--- src/procPkg.sv ---
// Widths, opcodes, ALU operations, branch kinds and immediate sign extension helpers
package procPkg;

  parameter int WORD_W = 16;
  parameter int REG_ADDR_W = 3;

  // Opcode field in instruction bits 15 to 12
  localparam logic [3:0] OP_HALT = 4'h0;
  localparam logic [3:0] OP_ADD  = 4'h1;
  localparam logic [3:0] OP_SUB  = 4'h2;
  localparam logic [3:0] OP_AND  = 4'h3;
  localparam logic [3:0] OP_XOR  = 4'h4;
  localparam logic [3:0] OP_ADDI = 4'h5;
  localparam logic [3:0] OP_LD   = 4'h6;
  localparam logic [3:0] OP_ST   = 4'h7;
  localparam logic [3:0] OP_BEQZ = 4'h8;
  localparam logic [3:0] OP_BNEZ = 4'h9;
  localparam logic [3:0] OP_J    = 4'hA;

  typedef enum logic [2:0] {
    ALU_ADD,
    ALU_SUB,
    ALU_AND,
    ALU_XOR,
    ALU_PASS
  } aluOpT;

  // Control transfer kind carried from decode to execute
  localparam logic [1:0] BR_NONE = 2'd0;
  localparam logic [1:0] BR_EQZ  = 2'd1;
  localparam logic [1:0] BR_NEZ  = 2'd2;
  localparam logic [1:0] BR_J    = 2'd3;

  function automatic logic [WORD_W-1:0] sext6(input logic [5:0] v);
    return {{(WORD_W-6){v[5]}}, v};
  endfunction

  function automatic logic [WORD_W-1:0] sext9(input logic [8:0] v);
    return {{(WORD_W-9){v[8]}}, v};
  endfunction

  function automatic logic [WORD_W-1:0] sext12(input logic [11:0] v);
    return {{(WORD_W-12){v[11]}}, v};
  endfunction

endpackage

--- src/fetchStage.sv ---
// Program counter, fetch request to the arbiter and the IF/ID register of the fetch stage
`timescale 1ns/100ps
module fetchStage
  import procPkg::*;
#(
  parameter int MEM_ADDR_W = 8
) (
  input  logic                  clk,
  input  logic                  reset,
  input  logic                  stall,
  input  logic                  redirect,
  input  logic [WORD_W-1:0]     redirectPc,
  input  logic                  haltSeen,
  input  logic                  fetchGrant,
  input  logic [WORD_W-1:0]     fetchData,
  output logic                  fetchReq,
  output logic [MEM_ADDR_W-1:0] fetchAddr,
  output logic [WORD_W-1:0]     ifInstr,
  output logic [WORD_W-1:0]     ifPc,
  output logic                  ifValid
);

  logic [WORD_W-1:0] pc;
  logic [WORD_W-1:0] pcNext;
  logic              running;
  logic              fetchOk;

  // No requests until the first cycle out of reset
  assign fetchReq  = running & ~stall & ~haltSeen;
  assign fetchAddr = pc[MEM_ADDR_W-1:0];
  assign pcNext    = pc + 1'b1;
  assign fetchOk   = fetchReq & fetchGrant & ~redirect;

  always_ff @(posedge clk) begin
    if (reset) begin
      pc      <= '0;
      running <= 1'b0;
      ifValid <= 1'b0;
    end else begin
      running <= 1'b1;
      if (redirect) begin
        pc      <= redirectPc;
        ifValid <= 1'b0;
      end else if (!stall) begin
        // Lost arbitration leaves a bubble and keeps the PC
        ifValid <= fetchOk;
        if (fetchOk) pc <= pcNext;
      end
    end
  end

  always_ff @(posedge clk) begin
    if (fetchOk) begin
      ifInstr <= fetchData;
      ifPc    <= pcNext;
    end
  end

endmodule

--- config.mk ---
export PLATFORM = sky130hd
export DESIGN_NAME = fetchStage
export DESIGN_NICKNAME = d
export VERILOG_FILES = /design/src/procPkg.sv /design/src/fetchStage.sv
export SDC_FILE = /design/constraint.sdc
export NUM_CORES = 1
export LEC_CHECK = 0
export BUFFER_PORTS_ARGS = -buffer_cell sky130_fd_sc_hd__buf_2
export CAP_MARGIN = 25
export CORE_MARGIN = 5
export CORE_UTILIZATION = 38
export CTS_BUF_LIST = sky130_fd_sc_hd__clkbuf_4
export CTS_CLUSTER_SIZE = 8
export DETAILED_ROUTE_END_ITERATION = 8
export GPL_ROUTABILITY_DRIVEN = 0
export PLACE_DENSITY = 0.69
export SYNTH_ARGS = -nofsm -noshare
export SYNTH_HDL_FRONTEND = slang
export SYNTH_SLANG_ARGS = --single-unit
--- constraint.sdc ---
create_clock -name clk -period 6.16 [get_ports clk]
set_clock_uncertainty 0.05 [all_clocks]
set_input_delay 0 -clock clk [delete_from_list [all_inputs] [get_ports clk]]
set_output_delay 0 -clock clk [all_outputs]
set_load 0.01 [all_outputs]
==> After elaboration in Yosys (flattened, before gate mapping) <==
Index checks and enable logic that the tools add are counted.
{ "classes": {"n_bitwise": 7, "add_sub_neg": 1, "muxes": 4, "reduce_logical": 3, "eq_ne": 1, "multipliers": 0, "n_shift": 0, "div_mod_pow": 0, "magnitude_cmp": 0} }
{ "ops": {"columns": ["op", "count"], "rows": [
  ["$mux 16", 3],
  ["$add 16x1->16 const B", 1],
  ["$and 1x1->1", 4],
  ["$not 1->1", 3],
  ["$ne 2x1->1 const B", 1],
  ["$reduce_and 2->1", 1],
  ["$reduce_bool 2->1", 1],
  ["$reduce_or 2->1", 1],
  ["$mux 1", 1]
]} }
{ "totals": {"romBits": 0, "latch_bits": 0, "out_inout_bits": 42, "ram_bits": 0, "in_bits": 38, "mem_count": 0, "elab_cells": 21, "reg_bits": 50} }

==> Logic depth before layout (Yosys ltp) <==
{ "depth": {"ltp_word": 8, "ltp_mapped": 6, "mapped_depth_nobuf": 5} }

==> Least setup slack after synthesis <==
No wires, ideal clock.
{ "synth_timing": {"kind": "register to register", "start": "register running", "end": "register ifInstr[0] (enable)", "stages_incl_launch_ff": 5, "setup_time_ps": 421, "slack_ps": 3538, "required_time_ps": 5689, "period_less_slack_ps": 2622, "path_buffers": 2, "arrival_time_ps": 2151, "cell_sequence": "dfxtp_1 -> nand4bb_1 -> clkbuf_1 -> clkbuf_1 -> nor2_1"} }
{ "synth_via": {"elab_chain_len": 4} }
{ "synth_lines": {"columns": ["element", "line", "rtl"], "rows": [
  ["start: declaration", "fetchStage.sv:25", "logic running;"],
  ["start signal: assignment", "fetchStage.sv:37", "running <= 1'b0;"],
  ["start signal: assignment", "fetchStage.sv:40", "running <= 1'b1;"],
  ["$and 1x1->1 (2 in series)", "fetchStage.sv:29", "assign fetchReq = running & ~stall & ~haltSeen;"],
  ["$and 1x1->1 (2 in series)", "fetchStage.sv:32", "assign fetchOk = fetchReq & fetchGrant & ~redirect;"],
  ["via fetchOk", "fetchStage.sv:26", "logic fetchOk;"],
  ["end signal: assignment", "fetchStage.sv:54", "ifInstr <= fetchData;"],
  ["end: declaration", "fetchStage.sv:18", "output logic [WORD_W-1:0] ifInstr,"]
]} }
The timed path passes the listed nets, and every way through them passes these cells.
A chain may end at the register's enable or synchronous reset.

==> Worst setup path in the final report <==
{ "layout_timing": {"start": "register pc[0]", "end": "register pc[12]"} }
{ "layout_via": {"elab_chain_len": 4} }
{ "layout_lines": {"columns": ["element", "line", "rtl"], "rows": [
  ["start: declaration", "fetchStage.sv:23", "logic [WORD_W-1:0] pc;"],
  ["start signal: assignment", "fetchStage.sv:42", "pc <= redirectPc;"],
  ["start signal: assignment", "fetchStage.sv:47", "if (fetchOk) pc <= pcNext;"],
  ["$add 16x1->16", "fetchStage.sv:31", "assign pcNext = pc + 1'b1;"],
  ["$mux 16", "fetchStage.sv:47", null],
  ["$mux 16", "fetchStage.sv:44", "end else if (!stall) begin"],
  ["$mux 16", "fetchStage.sv:41", "if (redirect) begin"]
]} }
Every way passes these cells. The select of a mux whose other input is x is not followed.

==> flow_metrics.tcl <==
set metrics [dict create \
    first_global_vias 1622 \
    tritoncts "built" \
    dieWidth_um 85.52 \
    syn_avg_cell_area_um2 11.78 \
    synth-compound-area-share_pct 7.852 \
    area_delta_synth_final_pct 39.55 \
    drcViolationCount 0 \
    minimum_clock_period_ns 2.638 \
    drt-pass1-iter-count 4 \
    syn_area_um2 2167 \
    post_cts_resize_count 0 \
    synth_simple_gate_area_share_pct 15.47 \
    timing.final.max_slew_violations 0 \
    finalPower_uw 602.2 \
    path_common_cell "sky130_fd_sc_hd__nand3_1" \
    maxClockFrequency_mhz 379.1 \
    synth_edf_count 32 \
    r2r.worst_path.cells 6 \
    vias 1735 \
    drt-wirelength-per-cell_um 13.56 \
    io_buffer_count 79 \
    synth.distinct_cells 33 \
    worstPathMaxFanout 11 \
    postLayoutSetupSlackWorst_ns 3.522 \
    hpwlAfterDp_mm 3.357 \
    detail_route.vias_per_cell 4.740 \
    clkSlewWorstSetupHoldPaths_ns 0.15 \
    synthMuxAreaShare_pct 0.4619 \
    critical_path.reg2reg.endpoint "pc[12]" \
    most_used_flip_flop_cell_after_synthesis "sky130_fd_sc_hd__edfxtp_1" \
    timing.rr.start "pc[0]" \
    holdPathStages 5 \
    chipHeight_um 85.52 \
    worstHoldStart "haltSeen" \
    design.final.nets 332 \
    drtAntennaViolNets 0 \
    synth-adder-area-share_pct 0.5774 \
    max-slew-margin-rel_pct 40.65 \
    tritoncts_num_sinks 50 \
    period_share_pct 42.82 \
    post_synth_inst_count 184 \
    critical_path.max_stage_delay_ns 0.58 \
    placeableCoreArea_um2 5540 \
    skew_pair_late_insertion_delay_ns 0.36 \
    grt_pass1_wl_mm 7.893 \
    timing.hold.worst_endpoint "pc[2]" \
    post_synth_arst_share_pct 0 \
    setup_fix_buffers_added_after_clock_tree_synthesis 0 \
    reg2reg_slack_ns 3.52 \
    worst_path_required_ns 6.42 \
    detailedRoute.firstIterationViolations 72 \
    die_area_um2 7313 \
    starting_density_pct 39.11 \
    max_cap_violations 0 \
    grt.overflow.total 0 \
    cts_max_path_buffers 2 \
    vdd.ir_drop.worst_mv 0.07936 \
    holdBufCountCts 40 \
    grt_setup_unrepaired "no" \
    row_count 27 \
    criticalPathCategory "reg -> reg" \
    worst_setup_path_end_kind "flop" \
    synth_fp_nets 223 \
    worstPathCellList "ha_1 > nand3_1 > nor4_1 > nand3_1 > a311oi_1 > dlygate4sd3_1" \
    combinational_family_with_the_most_area_after_synthesis "simple AND/OR/NAND/NOR gates" \
    critical_path.slowest_cell "sky130_fd_sc_hd__dlygate4sd3_1" \
    run_status "finished clean" \
    worstSetupStartpointType "flop" \
    synth_xor_xnor_area_share_pct 8.891 \
    power.density_nw_per_um2 199.1 \
    clock_tree.htree_level_count 2 \
    postLayoutCoreUtil_pct 54.58 \
    dp_slack_ns 3.913 \
    synth_seq_cells 50 \
    n_antenna_cell 0 \
    setup_viol_count_final 0 \
    grt_antenna_before_repair 0 \
    finalWirelength_mm 4.963 \
    numCtsBuffers 5 \
    hold_viol 0 \
    yosysWarningCount 0 \
    worst_ep_arrival_time_ns 2.90 \
    synth-seq-area-share_pct 60.97 \
    numPlacedInstances 318 \
    cts_root_buffer "sky130_fd_sc_hd__clkbuf_4" \
    power_leakage_uw 0.001200 \
    instances_no_fill 366 \
    setup-tns-final_ns 0 \
    holdCritPathClass "in -> reg" \
    final_layout_size_suffix_gt1_share_pct 31.63 \
    globalRouteTotalUtil_pct 13.53 \
    largest_net_degree_at_the_start_of_global_routing 31 \
    worst_slew_pin_slew_ns 0.8893 \
    floorplan.io_pins 80 \
]
-- layout make-up --
| class | count | area, um2 |
|---|---|---|
| Timing Repair Buffer | 120 | 803.3 |
| Inverter | 7 | 26.28 |
| Tap cell | 72 | 90.09 |
| Sequential cell | 50 | 1321 |
| Clock buffer | 6 | 45.04 |
| Multi-Input combinational cell | 109 | 723.2 |
| Clock inverter | 2 | 15.01 |
| Fill cell | 494 | 2516 |
-- metal layers --
layer	vias up	GRT usage [%]	share of wire (%)
met2	64	20.76	42
met5	-	0	0
met4	0	4.317	0.97
li1	880	-	-
met1	785	18.42	49
met3	6	3.939	8.0
-- cell families after synthesis --
group,Yosys count
adder cells (fa/ha/maj),1
buffers and inverters,25
AO/OA/AOI/OAI,23
flip-flops,50
XOR/XNOR,22
AND/OR/NAND/NOR,62
multiplexers,1
-- cells in the mapped netlist, drive strengths merged (7+ instances only) --
library cell	instances	area, um2
nand2	9	33.78
nor2	21	78.83
dfxtp	18	360.4
xor2	9	78.83
buf	8	60.06
xnor2	13	113.9
a211oi	9	67.56
edfxtp	32	960.9
clkbuf	10	38.78
inv	7	26.28
nor3	7	35.03
-- state kept, by name, indices dropped and copies added (netlist names) --
signal,flops
ifInstr,16
ifValid,1
pc,16
running,1
ifPc,16
-- stage by stage --
step,cell area (um2),hold slack (ns)
CTS,3024,0.1337
global route,3024,0.1647
finish,3024,0.1465
detailed placement,2564,0.1296
floorplan,2167,-0.0005189
global placement,2564,0.1266
-- placed cells by master, fill, tap and decap left out, types with 4 or more instances in the layout --
| cell | n |
|---|---|
| sky130_fd_sc_hd__buf_2 | 79 |
| sky130_fd_sc_hd__dlygate4sd3_1 | 40 |
| sky130_fd_sc_hd__edfxtp_1 | 32 |
| sky130_fd_sc_hd__nor2_1 | 20 |
| sky130_fd_sc_hd__dfxtp_1 | 18 |
| sky130_fd_sc_hd__xnor2_1 | 13 |
| sky130_fd_sc_hd__xor2_1 | 9 |
| sky130_fd_sc_hd__nand2_1 | 9 |
| sky130_fd_sc_hd__a211oi_1 | 9 |
| sky130_fd_sc_hd__nor3_1 | 7 |
| sky130_fd_sc_hd__inv_1 | 7 |
| sky130_fd_sc_hd__nor4_1 | 6 |
| sky130_fd_sc_hd__a311oi_1 | 6 |
| sky130_fd_sc_hd__clkbuf_4 | 6 |
| sky130_fd_sc_hd__nand3_1 | 5 |
| sky130_fd_sc_hd__o21ai_0 | 4 |
-- worst max-delay path, delay by kind of cell, from the launching register on --
family,cells,cell delay (ns)
AND/OR/NAND/NOR,3,1.02
AO/OA/AOI/OAI,1,0.28
adder cells (fa/ha/maj),1,0.23
buffers and inverters,1,0.58
flip-flops,1,0.44
-- report_power, final --
group	switching (uW)	total [uW]	internal, uW	leakage, uW
clock network	103	152	49.2	0.0000279
logic	29.8	71.0	41.2	0.000726
registers	12.2	379	367	0.000446
-- worst max path at each step --
| stage | startpoint | to | slack, ns | cells past startpoint |
|---|---|---|---|---|
| 2_1_floorplan | running | ifInstr[0] | 3.54 | 4 |
| 3_3_place_gp | running | pc[13] | 3.98 | 4 |
| 3_5_place_dp | running | pc[13] | 3.91 | 4 |
| 4_1_cts | pc[0] | pc[12] | 3.54 | 6 |
| 5_1_grt | pc[0] | pc[12] | 3.34 | 6 |
| 6_report | pc[0] | pc[12] | 3.52 | 6 |
Note: power is estimated with default switching activity, not from simulation.
