`config.mk`:
```
export PLATFORM = sky130hd
export DESIGN_NAME = executeStage
export DESIGN_NICKNAME = d
export VERILOG_FILES = /design/src/procPkg.sv /design/src/executeStage.sv
export SDC_FILE = /design/constraint.sdc
export NUM_CORES = 1
export LEC_CHECK = 0
export BUFFER_PORTS_ARGS = -buffer_cell sky130_fd_sc_hd__buf_4
export CAP_MARGIN = 15
export CORE_MARGIN = 4
export CORE_UTILIZATION = 35
export CTS_CLUSTER_DIAMETER = 100
export DETAILED_ROUTE_END_ITERATION = 6
export SYNTH_ARGS = -nofsm -noshare
export SYNTH_HDL_FRONTEND = slang
export SYNTH_SLANG_ARGS = --single-unit
```
`constraint.sdc`:
```
create_clock -name clk -period 6.6 [get_ports clk]
set_clock_uncertainty 0.15 [all_clocks]
set_input_delay 0.33 -clock clk [delete_from_list [all_inputs] [get_ports clk]]
set_output_delay 0.33 -clock clk [all_outputs]
set_load 0.005 [all_outputs]
```
`src/procPkg.sv`:
```
// Widths, opcodes, ALU operations, branch kinds and immediate sign extension helpers
package procPkg;

  parameter int WORD_W = 16;
  parameter int REG_ADDR_W = 3;

  // Opcode field in instruction bits 15 to 12
  localparam logic [3:0] OP_HALT = 4'h0;
  localparam logic [3:0] OP_ADD  = 4'h1;
  localparam logic [3:0] OP_SUB  = 4'h2;
  localparam logic [3:0] OP_AND  = 4'h3;
  localparam logic [3:0] OP_XOR  = 4'h4;
  localparam logic [3:0] OP_ADDI = 4'h5;
  localparam logic [3:0] OP_LD   = 4'h6;
  localparam logic [3:0] OP_ST   = 4'h7;
  localparam logic [3:0] OP_BEQZ = 4'h8;
  localparam logic [3:0] OP_BNEZ = 4'h9;
  localparam logic [3:0] OP_J    = 4'hA;

  typedef enum logic [2:0] {
    ALU_ADD,
    ALU_SUB,
    ALU_AND,
    ALU_XOR,
    ALU_PASS
  } aluOpT;

  // Control transfer kind carried from decode to execute
  localparam logic [1:0] BR_NONE = 2'd0;
  localparam logic [1:0] BR_EQZ  = 2'd1;
  localparam logic [1:0] BR_NEZ  = 2'd2;
  localparam logic [1:0] BR_J    = 2'd3;

  function automatic logic [WORD_W-1:0] sext6(input logic [5:0] v);
    return {{(WORD_W-6){v[5]}}, v};
  endfunction

  function automatic logic [WORD_W-1:0] sext9(input logic [8:0] v);
    return {{(WORD_W-9){v[8]}}, v};
  endfunction

  function automatic logic [WORD_W-1:0] sext12(input logic [11:0] v);
    return {{(WORD_W-12){v[11]}}, v};
  endfunction

endpackage

```
`src/executeStage.sv`:
```
// ALU, branch and jump resolution, redirect and the EX/MEM register
`timescale 1ns/100ps
module executeStage
  import procPkg::*;
(
  input  logic                  clk,
  input  logic                  reset,
  input  logic                  memStall,
  input  logic                  idValid,
  input  aluOpT                 idAluOp,
  input  logic [WORD_W-1:0]     idOpA,
  input  logic [WORD_W-1:0]     idOpB,
  input  logic [WORD_W-1:0]     idStoreData,
  input  logic [WORD_W-1:0]     idImm,
  input  logic [WORD_W-1:0]     idPc,
  input  logic [REG_ADDR_W-1:0] idDest,
  input  logic                  idRegWrite,
  input  logic                  idMemRead,
  input  logic                  idMemWrite,
  input  logic [1:0]            idBranchKind,
  input  logic                  idHalt,
  output logic                  redirect,
  output logic [WORD_W-1:0]     redirectPc,
  output logic [REG_ADDR_W-1:0] exDestReg,
  output logic                  exRegWrite,
  output logic                  exValid,
  output logic [WORD_W-1:0]     exResult,
  output logic [WORD_W-1:0]     exStoreData,
  output logic [REG_ADDR_W-1:0] exMemDest,
  output logic                  exMemRegWrite,
  output logic                  exMemRead,
  output logic                  exMemWrite,
  output logic                  exHalt
);

  logic [WORD_W-1:0] aluOut;
  logic              taken;

  always_comb begin
    case (idAluOp)
      ALU_ADD: aluOut = idOpA + idOpB;
      ALU_SUB: aluOut = idOpA - idOpB;
      ALU_AND: aluOut = idOpA & idOpB;
      ALU_XOR: aluOut = idOpA ^ idOpB;
      default: aluOut = idOpA;
    endcase
    case (idBranchKind)
      BR_EQZ:  taken = (idOpA == '0);
      BR_NEZ:  taken = (idOpA != '0);
      BR_J:    taken = 1'b1;
      default: taken = 1'b0;
    endcase
  end

  // Target relative to PC+1 held in idPc
  assign redirect   = taken;
  assign redirectPc = idPc + idImm;

  // Instruction now in execute for the decode hazard check
  assign exDestReg  = idDest;
  assign exRegWrite = idValid & idRegWrite;

  always_ff @(posedge clk) begin
    if (reset) begin
      exValid       <= 1'b0;
      exMemRegWrite <= 1'b0;
      exMemRead     <= 1'b0;
      exMemWrite    <= 1'b0;
      exHalt        <= 1'b0;
    end else if (!memStall) begin
      exValid       <= idValid;
      exMemRegWrite <= exRegWrite;
      exMemRead     <= idValid & idMemRead;
      exMemWrite    <= idValid & idMemWrite;
      exHalt        <= idValid & idHalt;
    end
  end

  always_ff @(posedge clk) begin
    if (!memStall) begin
      exResult    <= aluOut;
      exStoreData <= idStoreData;
      exMemDest   <= idDest;
    end
  end

  // Decode clears the branch kind of every bubble
  assert property (@(posedge clk) disable iff (reset) redirect |-> idValid);

  // Decode must put a bubble behind a taken branch
  assert property (@(posedge clk) disable iff (reset) redirect && !memStall |=> !idValid);

endmodule

```
---- After elaboration in Yosys (flattened, before gate mapping) ----
Cells that the tools add are included.
word-level totals
  flip-flop bits (word level) ............. 40
  input port bits ......................... 96
  logic and storage cells ................. 28
  output and inout port bits .............. 61
operators by class
  $add $sub $neg .......................... 3
  multiplexer cells ....................... 2
  reduce and logical (&&, ||, !) cells .... 3
  eq/ne operators ......................... 6
  bitwise gates (word level) .............. 6
operators with widths
  operator                                                                number
  16-bit case mux with 4 select lines                                     1
  16-bit adder                                                            2
  16-bit AND                                                              1
  16-bit logical NOT                                                      1
  16-bit nonzero test                                                     1
  16-bit subtractor                                                       1
  16-bit XOR                                                              1
  3-bit by 2-bit equality test with 1-bit output (second input constant)  2
  1-bit AND                                                               4
  2-bit equality test (second input constant)                             2
  3-bit by 1-bit equality test with 1-bit output (second input constant)  1
  3-bit logical NOT                                                       1
  1-bit case mux with 3 select lines                                      1
  2-bit by 1-bit equality test with 1-bit output (second input constant)  1

---- Longest topological paths before layout ----
  depth after elaboration ................. 2
  mapped depth ............................ 14
  depth with buffers taken out ............ 13

---- Least setup slack after synthesis ----
Ideal clock, no wire load.
  path kind ............................... in2reg
  start ................................... in idAluOp[2]
  end ..................................... reg exResult[13] (data pin)
  arrival ................................. 2.799 ns
  slack ................................... 3.370 ns
  path buffers ............................ 2
  required time ........................... 6.168 ns
  library setup time ...................... 0.282 ns
  stages .................................. 13
  cell sequence ........................... clkbuf_1 nor2_1 nand2_1 clkbuf_1 o21ai_0 inv_1 ha_1 nand2b_1 a21oi_1 o32a_1 a211oi_1 xor2_1 a222oi_1
between the ends
  word-level cells in the longest chain between the ends .. 2
  elaborated cells on any way between the ends .. 5
  classes of those cells .................. eq/ne (3); mux (1); reduce/logical (1)
RTL lines
  what                                                                    RTL line            source
  from (decl)                                                             executeStage.sv:10  input aluOpT idAluOp,
  3-bit by 2-bit equality test with 1-bit output (tied with other cells)  executeStage.sv:40  case (idAluOp)
  16-bit case mux with 4 select lines (*)                                 executeStage.sv:40
  named net aluOut[13]                                                    executeStage.sv:36  logic [WORD_W-1:0] aluOut;
  to (signal assigned)                                                    executeStage.sv:81  exResult <= aluOut;
  to (decl)                                                               executeStage.sv:27  output logic [WORD_W-1:0] exResult,
The timed path passes the listed nets; every way through them passes the cells marked *.
A chain may end at the register's enable or synchronous reset.

---- Final worst setup path ----
Same ends and word-level chain as after synthesis.

==> metrics list <==
- Setup bufs post-CTS: 0
- After clock tree synthesis, the clock-pin slew on the worst setup and hold paths is 0.07 ns.
* Vias post-DR: 3470
- Boundary Pins: 157
* Buffers on Ports: 156
- The number of antenna violations at the first check in global routing is 0.
* Period utilisation layout: 52.7%
* Max FO, Critical Path: 24
- Derived from the worst setup path, the maximum achievable clock frequency is 0.287 GHz.
* Final Hold Viols: 0
- Async set or reset register ratio after synthesis: 0%
* CTS tree: yes
- Capturing element type of the critical path: flip-flop
* Placed instance count: 669
- Initial core utilization: 35.7%
- Total negative setup slack: 0 ns
- In the final design database the tool counted 685 nets.
- For this design the total switching power over the nets is 0.000269 W.
- The count of final max-slew check failures came to 0.
- Resized Gates After CTS: 0
* Row cnt: 37
- Number of H-tree levels: 2
- Share of post-route cells with drive strength above 1: 32.5%
* Leading cell types in the layout, fill and taps excluded: 157 x sky130_fd_sc_hd__buf_4, 47 x sky130_fd_sc_hd__ha_1, 35 x sky130_fd_sc_hd__nor2_1, 35 x sky130_fd_sc_hd__edfxtp_1, 26 x sky130_fd_sc_hd__a21oi_1
- # clock sinks: 40
- The analysis attributes to cell leakage a power of 2.40 nW.
- In the routed design, unresolved DRC markers number 0.
* Vias in the first global route: 3278
- The synthesized netlist devotes 12.1% of its cell area to simple gates.
- Once detail routing completed, the nets flagged for antenna violations numbered 0.
* Post-Place Cell Area: 0.00496 mm^2
- Synth Register Bits: 40
* CTS Root Buffer Type: sky130_fd_sc_hd__clkbuf_8
- Area growth, synth to finish: 38.2%
- Reg-to-Reg Start: exValid
- Yosys cell types: 53
- The number of nets in the synthesized netlist is 532.
- The clock reaches the later pin of the worst-skew pair after 0.28 ns.
* Startpoint class of the critical path: primary input
- Detailed placement finished with a half-perimeter wire length of 9.02 mm.
- Relative contribution of sequential cells to total power: 35.3%
- Share of power burned in combinational logic: 42.8%
- The worst hold path begins at idStoreData[2].
- At the worst endpoint, the required time is 6.54 ns.
* Period minus WS final: 3.48 ns
- Largest buffer count on any clock path: 2
- Average wire per standard cell: 15.6 um
* Worst IR Drop VDD: 78.1 uV
- Number of violations reported at the end of detailed-routing iteration 0: 178
- In this run the worst setup path begins at idAluOp[2].
- The die covers 0.0122 mm^2.
- Post-route design area: 0.00507 mm^2
- Unrepaired setup endpoints after global routing: false
- The Yosys step of the flow raised 0 warnings.
- The most used flip-flop cell after synthesis is sky130_fd_sc_hd__edfxtp_1.
- Number of flops mapped to enable cells by yosys: 35
* Pin count of the biggest net entering global routing: 25
- Summing the areas of all compound-gate instances in the mapped netlist gives 20.1% of the synthesized area.
* Total congestion overflow after global routing: 0
* Data arrival time of the critical path: 3.42 ns
- Min-Delay Path Class: in -> reg
- Most common cell after layout, fill and taps aside: sky130_fd_sc_hd__buf_4
- Cell Count, Final, Fillers Out: 677
- Number of search-and-repair iterations in the first detailed-routing pass: 6
- Width of the die: 110 um
- Dividing total power by cell area gives a power density of 173 mW/mm^2.
* Quantity of hold-fixing buffers added after cts: 0
* Wire length of the first global-routing pass: 16.0 mm
* Number of instances in the synthesized netlist: 387
- Of the total synthesized cell area, the portion taken by XOR and XNOR cells is 9.07%.
* Post-synth design cell area: 0.00367 mm^2
- Clock tree synthesis inserted a total of 5 buffers.
- Measured against its own limit, the worst slew margin works out to 58.7%.
* Status: completed
- In the routed layout, each cell is associated on average with a via count of 5.13.
* Post-synthesis mux area share: 6.27%
- After synthesis, the mean cell area works out to 9.48 um^2.
- In the global route stage, overall resource usage came out at 16.5%.
- Across the run, the number of max-cap violations was 0.
* Worst Max-Slew Pin Slew: 0.619 ns
- Summed over all layers, the routed wires come to 10.6 mm.
- The die is 110 um tall.
* Sequential fraction of the synthesis area: 31.4%
- Number of filler cells placed in the layout: 997
- Final setup violation count: 0
- Post-synthesis share of cell area spent on full adders, half adders and majority gates: 17.1%
- Share of total power in the clock network: 21.8%
* Type of the setup path with the least slack: in -> reg
* Internal Dissipation: 0.000608 W
* Placeable core region: 0.0103 mm^2
* Sw Share: 30.7%
- After synthesis, the largest family of logic cells by area is compound AO/OA/AOI/OAI gates.
- Placer congestion estimate: 0.913
- Ant. Diodes: 0
[power by group through the flow]
stage / sequential, W / clock, W / combinational (W)
floorplan: 0.000318 / 0 / 0.000203
global placement: 0.000316 / 0 / 0.000373
detailed placement: 0.000316 / 0 / 0.000375
CTS: 0.000311 / 0.000200 / 0.000377
global route: 0.000312 / 0.000211 / 0.000418
finish: 0.000310 / 0.000192 / 0.000376
[metal layers]
metal | GRT usage (%) | vias to the layer above | part of all wire, %
li1 | - | 1752 | -
met1 | 20.5 | 1566 | 42
met2 | 29.7 | 146 | 47
met3 | 3.26 | 6 | 10
met4 | 3.17 | 0 | 0.84
met5 | 0 | - | 0
[worst max-delay path: stages]
cell	delay [ns]
sky130_fd_sc_hd__buf_4	0.18
sky130_fd_sc_hd__nor2_1	0.45
sky130_fd_sc_hd__nand2_1	0.37
sky130_fd_sc_hd__o21ai_0	0.21
sky130_fd_sc_hd__xor2_1	0.21
sky130_fd_sc_hd__ha_1	0.31
sky130_fd_sc_hd__a21o_1	0.25
sky130_fd_sc_hd__o32a_1	0.45
sky130_fd_sc_hd__a211oi_1	0.30
sky130_fd_sc_hd__xor2_1	0.10
sky130_fd_sc_hd__a222oi_1	0.24
[path summary, 6_finish.rpt]
kind | depth (start not counted) | to | slack (ns)
min | 1 | exStoreData[2] | 0.07
max | 11 | exResult[13] | 3.12
max reg2reg | 2 | exValid | 5.84
min reg2reg | 2 | exHalt | 0.35
[cells by family after synthesis]
logic type | count (synthesis)
xor gates and xnor gates | 38
adders and majority gates | 49
and+or+nand+nor | 96
buffers and inverters | 35
AOI/OAI and AO/OA | 107
muxes | 22
DFF | 40
[cell usage after synthesis (6+ instances only)]
| cell type | count | area share (%) |
|---|---|---|
| sky130_fd_sc_hd__ha_1 | 47 | 16 |
| sky130_fd_sc_hd__edfxtp_1 | 35 | 29 |
| sky130_fd_sc_hd__nor2_1 | 35 | 3.6 |
| sky130_fd_sc_hd__a21oi_1 | 26 | 3.5 |
| sky130_fd_sc_hd__nand2_1 | 25 | 2.6 |
| sky130_fd_sc_hd__inv_1 | 24 | 2.5 |
| sky130_fd_sc_hd__o21ai_0 | 22 | 3.0 |
| sky130_fd_sc_hd__xnor2_1 | 19 | 4.5 |
| sky130_fd_sc_hd__xor2_1 | 19 | 4.5 |
| sky130_fd_sc_hd__mux2i_1 | 14 | 3.8 |
| sky130_fd_sc_hd__a21o_1 | 10 | 2.0 |
| sky130_fd_sc_hd__mux2_2 | 8 | 2.5 |
| sky130_fd_sc_hd__a222oi_1 | 7 | 1.9 |
| sky130_fd_sc_hd__o21a_1 | 6 | 1.2 |
[metrics by stage]
step / utilization (%) / total power, W / hold WS (ns) / setup slack (ns)
final: 49.3 / 0.000877 / 0.0672 / 3.12
after global routing: 49.3 / 0.000941 / 0.0435 / 2.82
after CTS: 49.3 / 0.000888 / 0.0510 / 3.16
after detailed placement: 48.3 / 0.000691 / 0.340 / 2.84
after global placement: 48.3 / 0.000688 / 0.328 / 2.92
after floorplan: - / 0.000521 / 0.252 / 3.37
[registers in the layout, summed over array words and instances (netlist names)]
register and cells:
exResult 16, exMemRegWrite 1, exStoreData 16, exHalt 1
exMemDest 3, exMemRead 1, exValid 1, exMemWrite 1
[area by class of cell]
| type | instances | area [um^2] | area share, % |
|---|---|---|---|
| multi-input combinational | 312 | 2370 | 46.8 |
| inverter | 24 | 90.1 | 1.78 |
| sequential | 40 | 1150 | 22.7 |
| tap | 136 | 170 | 3.36 |
| timing repair buffer | 157 | 1180 | 23.2 |
| clock buffer | 6 | 72.6 | 1.43 |
| clock inverter | 2 | 35.0 | 0.691 |
(Power assumes the default switching activity.)
