==> src/procPkg.sv <==
// Widths, opcodes, ALU operations, branch kinds and immediate sign extension helpers
package procPkg;

  parameter int WORD_W = 16;
  parameter int REG_ADDR_W = 3;

  // Opcode field in instruction bits 15 to 12
  localparam logic [3:0] OP_HALT = 4'h0;
  localparam logic [3:0] OP_ADD  = 4'h1;
  localparam logic [3:0] OP_SUB  = 4'h2;
  localparam logic [3:0] OP_AND  = 4'h3;
  localparam logic [3:0] OP_XOR  = 4'h4;
  localparam logic [3:0] OP_ADDI = 4'h5;
  localparam logic [3:0] OP_LD   = 4'h6;
  localparam logic [3:0] OP_ST   = 4'h7;
  localparam logic [3:0] OP_BEQZ = 4'h8;
  localparam logic [3:0] OP_BNEZ = 4'h9;
  localparam logic [3:0] OP_J    = 4'hA;

  typedef enum logic [2:0] {
    ALU_ADD,
    ALU_SUB,
    ALU_AND,
    ALU_XOR,
    ALU_PASS
  } aluOpT;

  // Control transfer kind carried from decode to execute
  localparam logic [1:0] BR_NONE = 2'd0;
  localparam logic [1:0] BR_EQZ  = 2'd1;
  localparam logic [1:0] BR_NEZ  = 2'd2;
  localparam logic [1:0] BR_J    = 2'd3;

  function automatic logic [WORD_W-1:0] sext6(input logic [5:0] v);
    return {{(WORD_W-6){v[5]}}, v};
  endfunction

  function automatic logic [WORD_W-1:0] sext9(input logic [8:0] v);
    return {{(WORD_W-9){v[8]}}, v};
  endfunction

  function automatic logic [WORD_W-1:0] sext12(input logic [11:0] v);
    return {{(WORD_W-12){v[11]}}, v};
  endfunction

endpackage

==> src/memStage.sv <==
// Data request to the arbiter, stall on denial, MEM/WB register and writeback select
`timescale 1ns/100ps
module memStage
  import procPkg::*;
#(
  parameter int MEM_ADDR_W = 8
) (
  input  logic                  clk,
  input  logic                  reset,
  input  logic                  exValid,
  input  logic [WORD_W-1:0]     exResult,
  input  logic [WORD_W-1:0]     exStoreData,
  input  logic [REG_ADDR_W-1:0] exMemDest,
  input  logic                  exMemRegWrite,
  input  logic                  exMemRead,
  input  logic                  exMemWrite,
  input  logic                  exHalt,
  input  logic                  dataGrant,
  input  logic [WORD_W-1:0]     dataRData,
  output logic                  dataReq,
  output logic                  dataWe,
  output logic [MEM_ADDR_W-1:0] dataAddr,
  output logic [WORD_W-1:0]     dataWData,
  output logic                  memStall,
  output logic [REG_ADDR_W-1:0] memDestReg,
  output logic                  memRegWrite,
  output logic                  wbEn,
  output logic [REG_ADDR_W-1:0] wbReg,
  output logic [WORD_W-1:0]     wbData,
  output logic                  wbHalt
);

  assign dataReq   = exValid & (exMemRead | exMemWrite);
  assign dataWe    = exMemWrite;
  assign dataAddr  = exResult[MEM_ADDR_W-1:0];
  assign dataWData = exStoreData;

  // Denied access freezes the whole pipeline
  assign memStall = dataReq & ~dataGrant;

  assign memDestReg  = exMemDest;
  assign memRegWrite = exValid & exMemRegWrite;

  always_ff @(posedge clk) begin
    if (reset) begin
      wbEn   <= 1'b0;
      wbHalt <= 1'b0;
    end else if (!memStall) begin
      wbEn   <= memRegWrite;
      wbHalt <= exValid & exHalt;
    end
  end

  always_ff @(posedge clk) begin
    if (!memStall) begin
      wbReg  <= exMemDest;
      wbData <= exMemRead ? dataRData : exResult;
    end
  end

endmodule

==> config.mk <==
export PLATFORM = sky130hd
export DESIGN_NAME = memStage
export DESIGN_NICKNAME = d
export VERILOG_FILES = /design/src/procPkg.sv /design/src/memStage.sv
export SDC_FILE = /design/constraint.sdc
export NUM_CORES = 1
export LEC_CHECK = 0
export BUFFER_PORTS_ARGS = -buffer_cell sky130_fd_sc_hd__buf_2
export CORE_MARGIN = 10
export CORE_UTILIZATION = 35
export DETAILED_ROUTE_END_ITERATION = 10
export PLACE_DENSITY_LB_ADDON = 0.1
export SLEW_MARGIN = 15
export SYNTH_ARGS = -nofsm -noshare
export SYNTH_HDL_FRONTEND = slang
export SYNTH_SLANG_ARGS = --single-unit
export TNS_END_PERCENT = 50
==> constraint.sdc <==
create_clock -name clk -period 1.35 [get_ports clk]
set_input_delay 0.2025 -clock clk [delete_from_list [all_inputs] [get_ports clk]]
set_output_delay 0.2025 -clock clk [all_outputs]
set_load 0.02 [all_outputs]
* Word level (Yosys, flattened, before mapping) *
Index checks and enable logic that the tools add are counted.
W data, S select, Z words.

cells by class
  muxes and demuxes = 1
  bitwise operators = 6

operators with widths
  cell           number
  $mux W16       1
  $and A1 B1 Y1  4
  $not A1 Y1     1
  $or A1 B1 Y1   1

word-level totals
  register bits = 21

* Longest topological paths before layout *
Gate-level depths: netlist (run 1).

  depth after elaboration = 3
  mapped depth = 4
  gate-level depth less buffers = 3

* Worst setup path before layout (run 1) *
No wires, ideal clock.

  path type = input port to output port
  start = in exMemRead
  end = out memStall
  cell stages on the path = 4
  path buffers = 1
  required time = 1,148 ps
  slack = 122 ps
  arrival = 1,026 ps
  cell sequence = buf_6 o21ai_4 or2_2 inv_1

on the way
  word-level cells in the longest chain between the ends = 3

RTL lines
  what                line            text
  start: declaration  memStage.sv:15  input logic exMemRead,
  $or A1 B1 Y1        memStage.sv:33  assign dataReq = exValid & (exMemRead | exMemWrite);
  $and A1 B1 Y1       memStage.sv:33
  $and A1 B1 Y1       memStage.sv:39  assign memStall = dataReq & ~dataGrant;
  end: declaration    memStage.sv:24  output logic memStall,

Every way passes these cells.

* Worst setup path in the final report (run 1) *
  start = in exValid
  end = out memStall

on the way
  word-level cells in the longest chain between the ends = 2

RTL lines
  what                line            text
  start: declaration  memStage.sv:10  input logic exValid,
  $and A1 B1 Y1       memStage.sv:33
  $and A1 B1 Y1       memStage.sv:39

Every way passes these cells.

==> results.toml, run 1 <==
[clock_tree]
path_clk_slew_ns = 0.11
htreeDepth = 1
cts_tree = "yes"
cts-root-buf = "clkbuf_4"
cts.path.max_buffers = 2
cts_resized = 0
cts-hold-fix-buffers = 0
cts_buffers = 3
post_cts_buffers = 0
clk_latency_ns = 0.29
cts.sinks = 21

[final_layout]
drive_above_1_share_pct = 77.3
layout.nets = 192
mostFrequentLayoutCell = "buf_2"
multi_input_area_um2 = 249
antennaDiodeCount = 0
fin_area_mm2 = 0.00137
layout_common_cells = "buf_2, edfxtp_1, mux2_2, clkbuf_4"
fin_cells = 176
seqCellArea_um2 = 611
fillers = 286
area_growth_pct = 25.1
finish.utilization_pct = 45.2

[routing]
routedWlPerCell_um = 16.0
num_vias = 746
drtIter0Drc = 44
drc = 0
totalWireLength_um = 2820
firstDrtPassIters = 2
drt-vias-per-instance = 4.24
drtAntennaViolNets = 0

[logic_synthesis]
ys_ff_latch = 21
seq_area_frac_synth_pct = 55.8
syn-mean-instance-area_um2 = 14.0
yosys_warnings = 0
ys_types = 14
synth_nets = 137
syn_area_mm2 = 0.00109
synth_cells = 78
synth_top_area_share_pct = 52.2
synth_area_leaders = "edfxtp_1, buf_4, mux2_2, dfxtp_1, or3b_1"
synth_top_area_cell = "edfxtp_1"

[pwr]
ir_drop_v = 0.000398
powerDensity_mw_per_mm2 = 1060
p_leak_uw = 0.000649

[place]
placed_cell_area_mm2 = 0.00134
placedCellCount = 172
dp_hpwl_um = 2420
portBuffers = 78
routabilityCongestion = 0.637

[grt]
overflow = 0
grt_max_degree = 20
grt_pass1_wl_um = 4150
antenna_found_initial = 0
grt_pass1_vias = 838
grt_util_all_layers_pct = 9.53

[setup_path]
critPathRequiredTime_ns = 1.15
endpoint_kind = "primary output"
critPathCapture = "memStall"
crit_arrival_ns = 0.94
critPathLaunch = "exValid"
worstPathMaxFanout = 6
rr_startpoint = "wbHalt$_SDFFE_PP0N_"
r2r-end = "wbHalt$_SDFFE_PP0N_"
start_kind = "input pin"
rrSetupSlack_ns = 0.49
crit_type = "in -> out"
rr_worst_depth = 2

[floorplanning]
core_area_mm2 = 0.00303
row_count = 20
start_util_pct = 36.1
ios = 111
die-area_mm2 = 0.00576
die_width_um = 75.9
die_h_um = 75.9

[sta]
skew_ns = 0
hold_ws_ns = 0.0655
fin_setup_tns_ns = 0
fmax_ghz = 0.875
rsz0062_at_grt = "false"
setup_viol = 0
finalCritPeriodShare_pct = 84.7
finalHoldViolCount = 0
slew_headroom_pct = 86.0
slew_viol_final = 0
worstMarginPinSlew_ns = 0.209
period_minus_slack_ns = 1.14

[worst_hold_path]
worstHoldPathType = "in -> reg"

[run]
maxCapViolCount = 0

[status]
status = "complete, no violations"
==> cells by family (layout without fill, tap and decap cells) <==
logic type / Yosys count / count (layout) / share of synthesized area, %
compound gates: 5 / 5 / 3.55
buf+inv: 32 / 86 / 21.4
flops: 21 / 21 / 55.8
mux: 16 / 16 / 16.5
simple gates: 4 / 4 / 2.75
==> area by class of cell <==
type / instances / share of cell area [%]
multi-input cells: 25 / 18.2
inverters: 2 / 0.549
clock inverters: 1 / 0.366
flip-flops and latches: 21 / 44.6
repair buffers: 80 / 30.6
well taps: 44 / 4.03
clock buffers: 3 / 1.65
==> cell usage after synthesis <==
cell,instances
inv_1,2
or3b_1,2
or2_2,1
buf_4,28
o211ai_1,1
a21oi_1,2
buf_6,1
o21ai_4,1
dfxtp_1,2
and2_1,1
mux2_2,16
edfxtp_1,19
buf_2,1
o21ai_0,1
==> through the flow <==
step	power [uW]	setup WS (ns)
after floorplan	1110	0.122
after global placement	1180	0.165
after detailed placement	1180	0.155
after CTS	1490	0.187
after global routing	1550	0.143
final	1450	0.207
==> worst max-delay path: stages <==
cell and delay (ns):
buf_2 0.12, o21ai_4 0.07, or2_2 0.31, inv_1 0.07, buf_2 0.16
==> routing by layer <==
layer  up-vias  part of all wire [%]  GRT usage (%)
li1        358                     -              -
met2        57                    47           15.7
met5         -                     0              0
met1       325                    31           8.99
met3         6                    21           6.90
met4         0                   1.2           3.71
==> where the power goes <==
| group | internal (uW) | switching [uW] | total [uW] |
|---|---|---|---|
| clock network | 110 | 180 | 290 |
| logic | 150 | 210 | 360 |
| registers | 784 | 14.1 | 798 |
| total | 1040 | 404 | 1450 |
==> sequential cells by signal, summed over array words and instances (netlist names) <==
name,count
wbEn,1
wbReg,3
wbHalt,1
wbData,16
==> how the worst min path moves through the flow <==
| stage | start | end | cells past startpoint |
|---|---|---|---|
| 2_1_floorplan | reset | wbEn$_SDFFE_PP0N_ | 1 |
| 3_3_place_gp | reset | wbHalt$_SDFFE_PP0N_ | 2 |
| 3_5_place_dp | reset | wbHalt$_SDFFE_PP0N_ | 2 |
| 4_1_cts | reset | wbHalt$_SDFFE_PP0N_ | 2 |
| 5_1_grt | reset | wbEn$_SDFFE_PP0N_ | 2 |
| 6_report | reset | wbHalt$_SDFFE_PP0N_ | 2 |
(Power assumes the default switching activity.)
==> run 2, diff against run 1 <==
--- a/config.mk
+++ b/config.mk
@@ -7,7 +7,7 @@
 export LEC_CHECK = 0
 export BUFFER_PORTS_ARGS = -buffer_cell sky130_fd_sc_hd__buf_2
 export CORE_MARGIN = 10
-export CORE_UTILIZATION = 35
+export CORE_UTILIZATION = 32
 export DETAILED_ROUTE_END_ITERATION = 10
 export PLACE_DENSITY_LB_ADDON = 0.1
 export SLEW_MARGIN = 15
==> constraint.sdc (replaced) <==
create_clock -name clk -period 0.9 [get_ports clk]
set_input_delay 0.135 -clock clk [delete_from_list [all_inputs] [get_ports clk]]
set_output_delay 0.135 -clock clk [all_outputs]
set_load 0.02 [all_outputs]
==> run 2 against run 1 <==
  * The run now ends with negative setup slack left
  * Clock power rose by 53%
  * First-iteration DRC count fell by 77%
  * Via count rose by 1.6%
  * Global-route usage barely moved
  * Die area rose by 6.9%
  * Wire length rose by 11%
  * Count of clock-buffer cells in the layout rose by 1
  * Clock skew did not move
  * Power rose by 60%
  * Combinational power rose by 81%
  * Setup slack got worse by 0.30 ns
  * Critical path type is now reg -> out
  * Critical endpoint is now wbData[14]
  * Largest cell class unchanged
==> results.toml, run 2 (synthesis gave the netlist of run 1 again) <==
[setup_path]
crit_path_top_delay_cell = "edfxtp_1"
worstPathMaxFanout = 1
start_kind = "register"
path_buf_inv = 1
crit_type = "reg -> out"
crit_arrival_ns = 0.86
path_delay_family = "flip-flops"
endpoint_kind = "primary output"
path_cells = "buf_6"
critPathRequiredTime_ns = 0.76
slowest_delay_ns = 0.41

[sta]
finalHoldViolCount = 0
rsz0062_at_grt = "true"
worstMarginPinSlew_ns = 0.236
slew_viol_final = 0
slew_headroom_pct = 84.1
period_minus_slack_ns = 0.991
fmax_ghz = 1.01
skew_ns = 0
fin_ws_ns = -0.0905
setup_viol = 20
finalCritPeriodShare_pct = 110

[floorplanning]
core_area_mm2 = 0.00331
row_count = 21
die_width_um = 78.5
start_util_pct = 33.0
die_h_um = 78.5
ios = 111
die-area_mm2 = 0.00616

[routing]
routedWlPerCell_um = 17.1
drt-vias-per-instance = 4.14
drtAntennaViolNets = 0
num_vias = 758
totalWireLength_um = 3130
firstDrtPassIters = 3
drtIter0Drc = 10
drc = 0

[clock_tree]
cts.sinks = 21
clk_latency_ns = 0.30
post_cts_buffers = 0
cts_buffers = 3
cts_tree = "yes"
htreeDepth = 1
cts-root-buf = "clkbuf_4"
cts.path.max_buffers = 2
path_clk_slew_ns = 0.12

[status]
status = "complete, but fails checks"
violations = "negative setup slack"

[final_layout]
multi_input_area_um2 = 258
seqCellArea_um2 = 613
layout_common_cells = "buf_2, edfxtp_1, mux2_2, buf_6, buf_4"
antennaDiodeCount = 0
regMostFlops = "wbData"
finish.utilization_pct = 46.3
layout.nets = 197
area_growth_pct = 40.0
fin_cells = 183
drive_above_1_share_pct = 79.6
largest_register_ffs = 16
fillers = 324
mostFrequentLayoutCell = "buf_2"
reg.largest.list = "wbData: 16 flops, wbReg: 3 flops"

[grt]
grt_max_degree = 13
grt_pass1_vias = 905
grt_util_all_layers_pct = 9.57
overflow = 0
grt_pass1_wl_um = 4730
antenna_found_initial = 0

[pwr]
ir_drop_v = 0.000551
p_leak_uw = 0.000709
powerDensity_mw_per_mm2 = 1510

[worst_hold_path]
worstHoldPathType = "in -> reg"

[place]
routabilityCongestion = 0.718
place_ws_ns = -0.187
placedCellCount = 178
portBuffers = 78
dp_hpwl_um = 2700

[run]
maxCapViolCount = 0
==> run 2: cell count changes in the layout (fill, tap and decap cells not counted), sizes merged <==
cell and change:
clkbuf +1, clkinv -1, buf +4, dlygate4sd3 +1
==> run 2: metal layers <==
metal  track usage, %  routed length, um
met5                0                  0
met4             2.69                 13
met3             9.00                620
met2             14.7               1400
met1             9.05               1100
==> run 2: layout make-up <==
cell class                 instances  share of cell area [%]
clock buffer                       4                    1.72
inverter                           2                   0.490
multi-input combinational         25                    16.8
sequential                        21                    40.0
tap                               46                    3.76
timing repair buffer              85                    37.2
==> run 2: through the flow <==
step                area [um^2]  hold slack [ns]  TNS, ns  total power [uW]
floorplan                  1110            0.204    -2.16              1670
global placement           1400            0.270    -5.18              1810
detailed placement         1400            0.270    -6.00              1810
CTS                        1500          0.00480    -1.75              2320
global route               1530          0.00159    -2.40              2430
finish                     1530           0.0159    -1.40              2310
==> run 2: path summary, 6_finish.rpt <==
path | endpoint | startpoint | cells after the start | slack (ns)
max | wbData[14] | wbData[14]$_DFFE_PN_ | 1 | -0.09
min | wbReg[2]$_DFFE_PN_ | exMemDest[2] | 1 | 0.02
max reg2reg | wbEn$_SDFFE_PP0N_ | wbEn$_SDFFE_PP0N_ | 2 | 0
min reg2reg | wbHalt$_SDFFE_PP0N_ | wbHalt$_SDFFE_PP0N_ | 2 | 0.56
==> run 2: what timing repair did <==
item / in CTS / in global routing
hold buffers: 1 / 0
pin swaps: 1 / 0
gates resized for setup: 22 / 10
setup endpoints to repair: 23 / 24
endpoints found under the hold margin: 2 / 0
==> run 2: where the power goes <==
part	leakage [uW]	internal (uW)	total, uW	switching [uW]
Sequential	0.000213	1180	1220	36.8
Clock	0.0000150	172	445	272
Combinational	0.000482	324	653	329
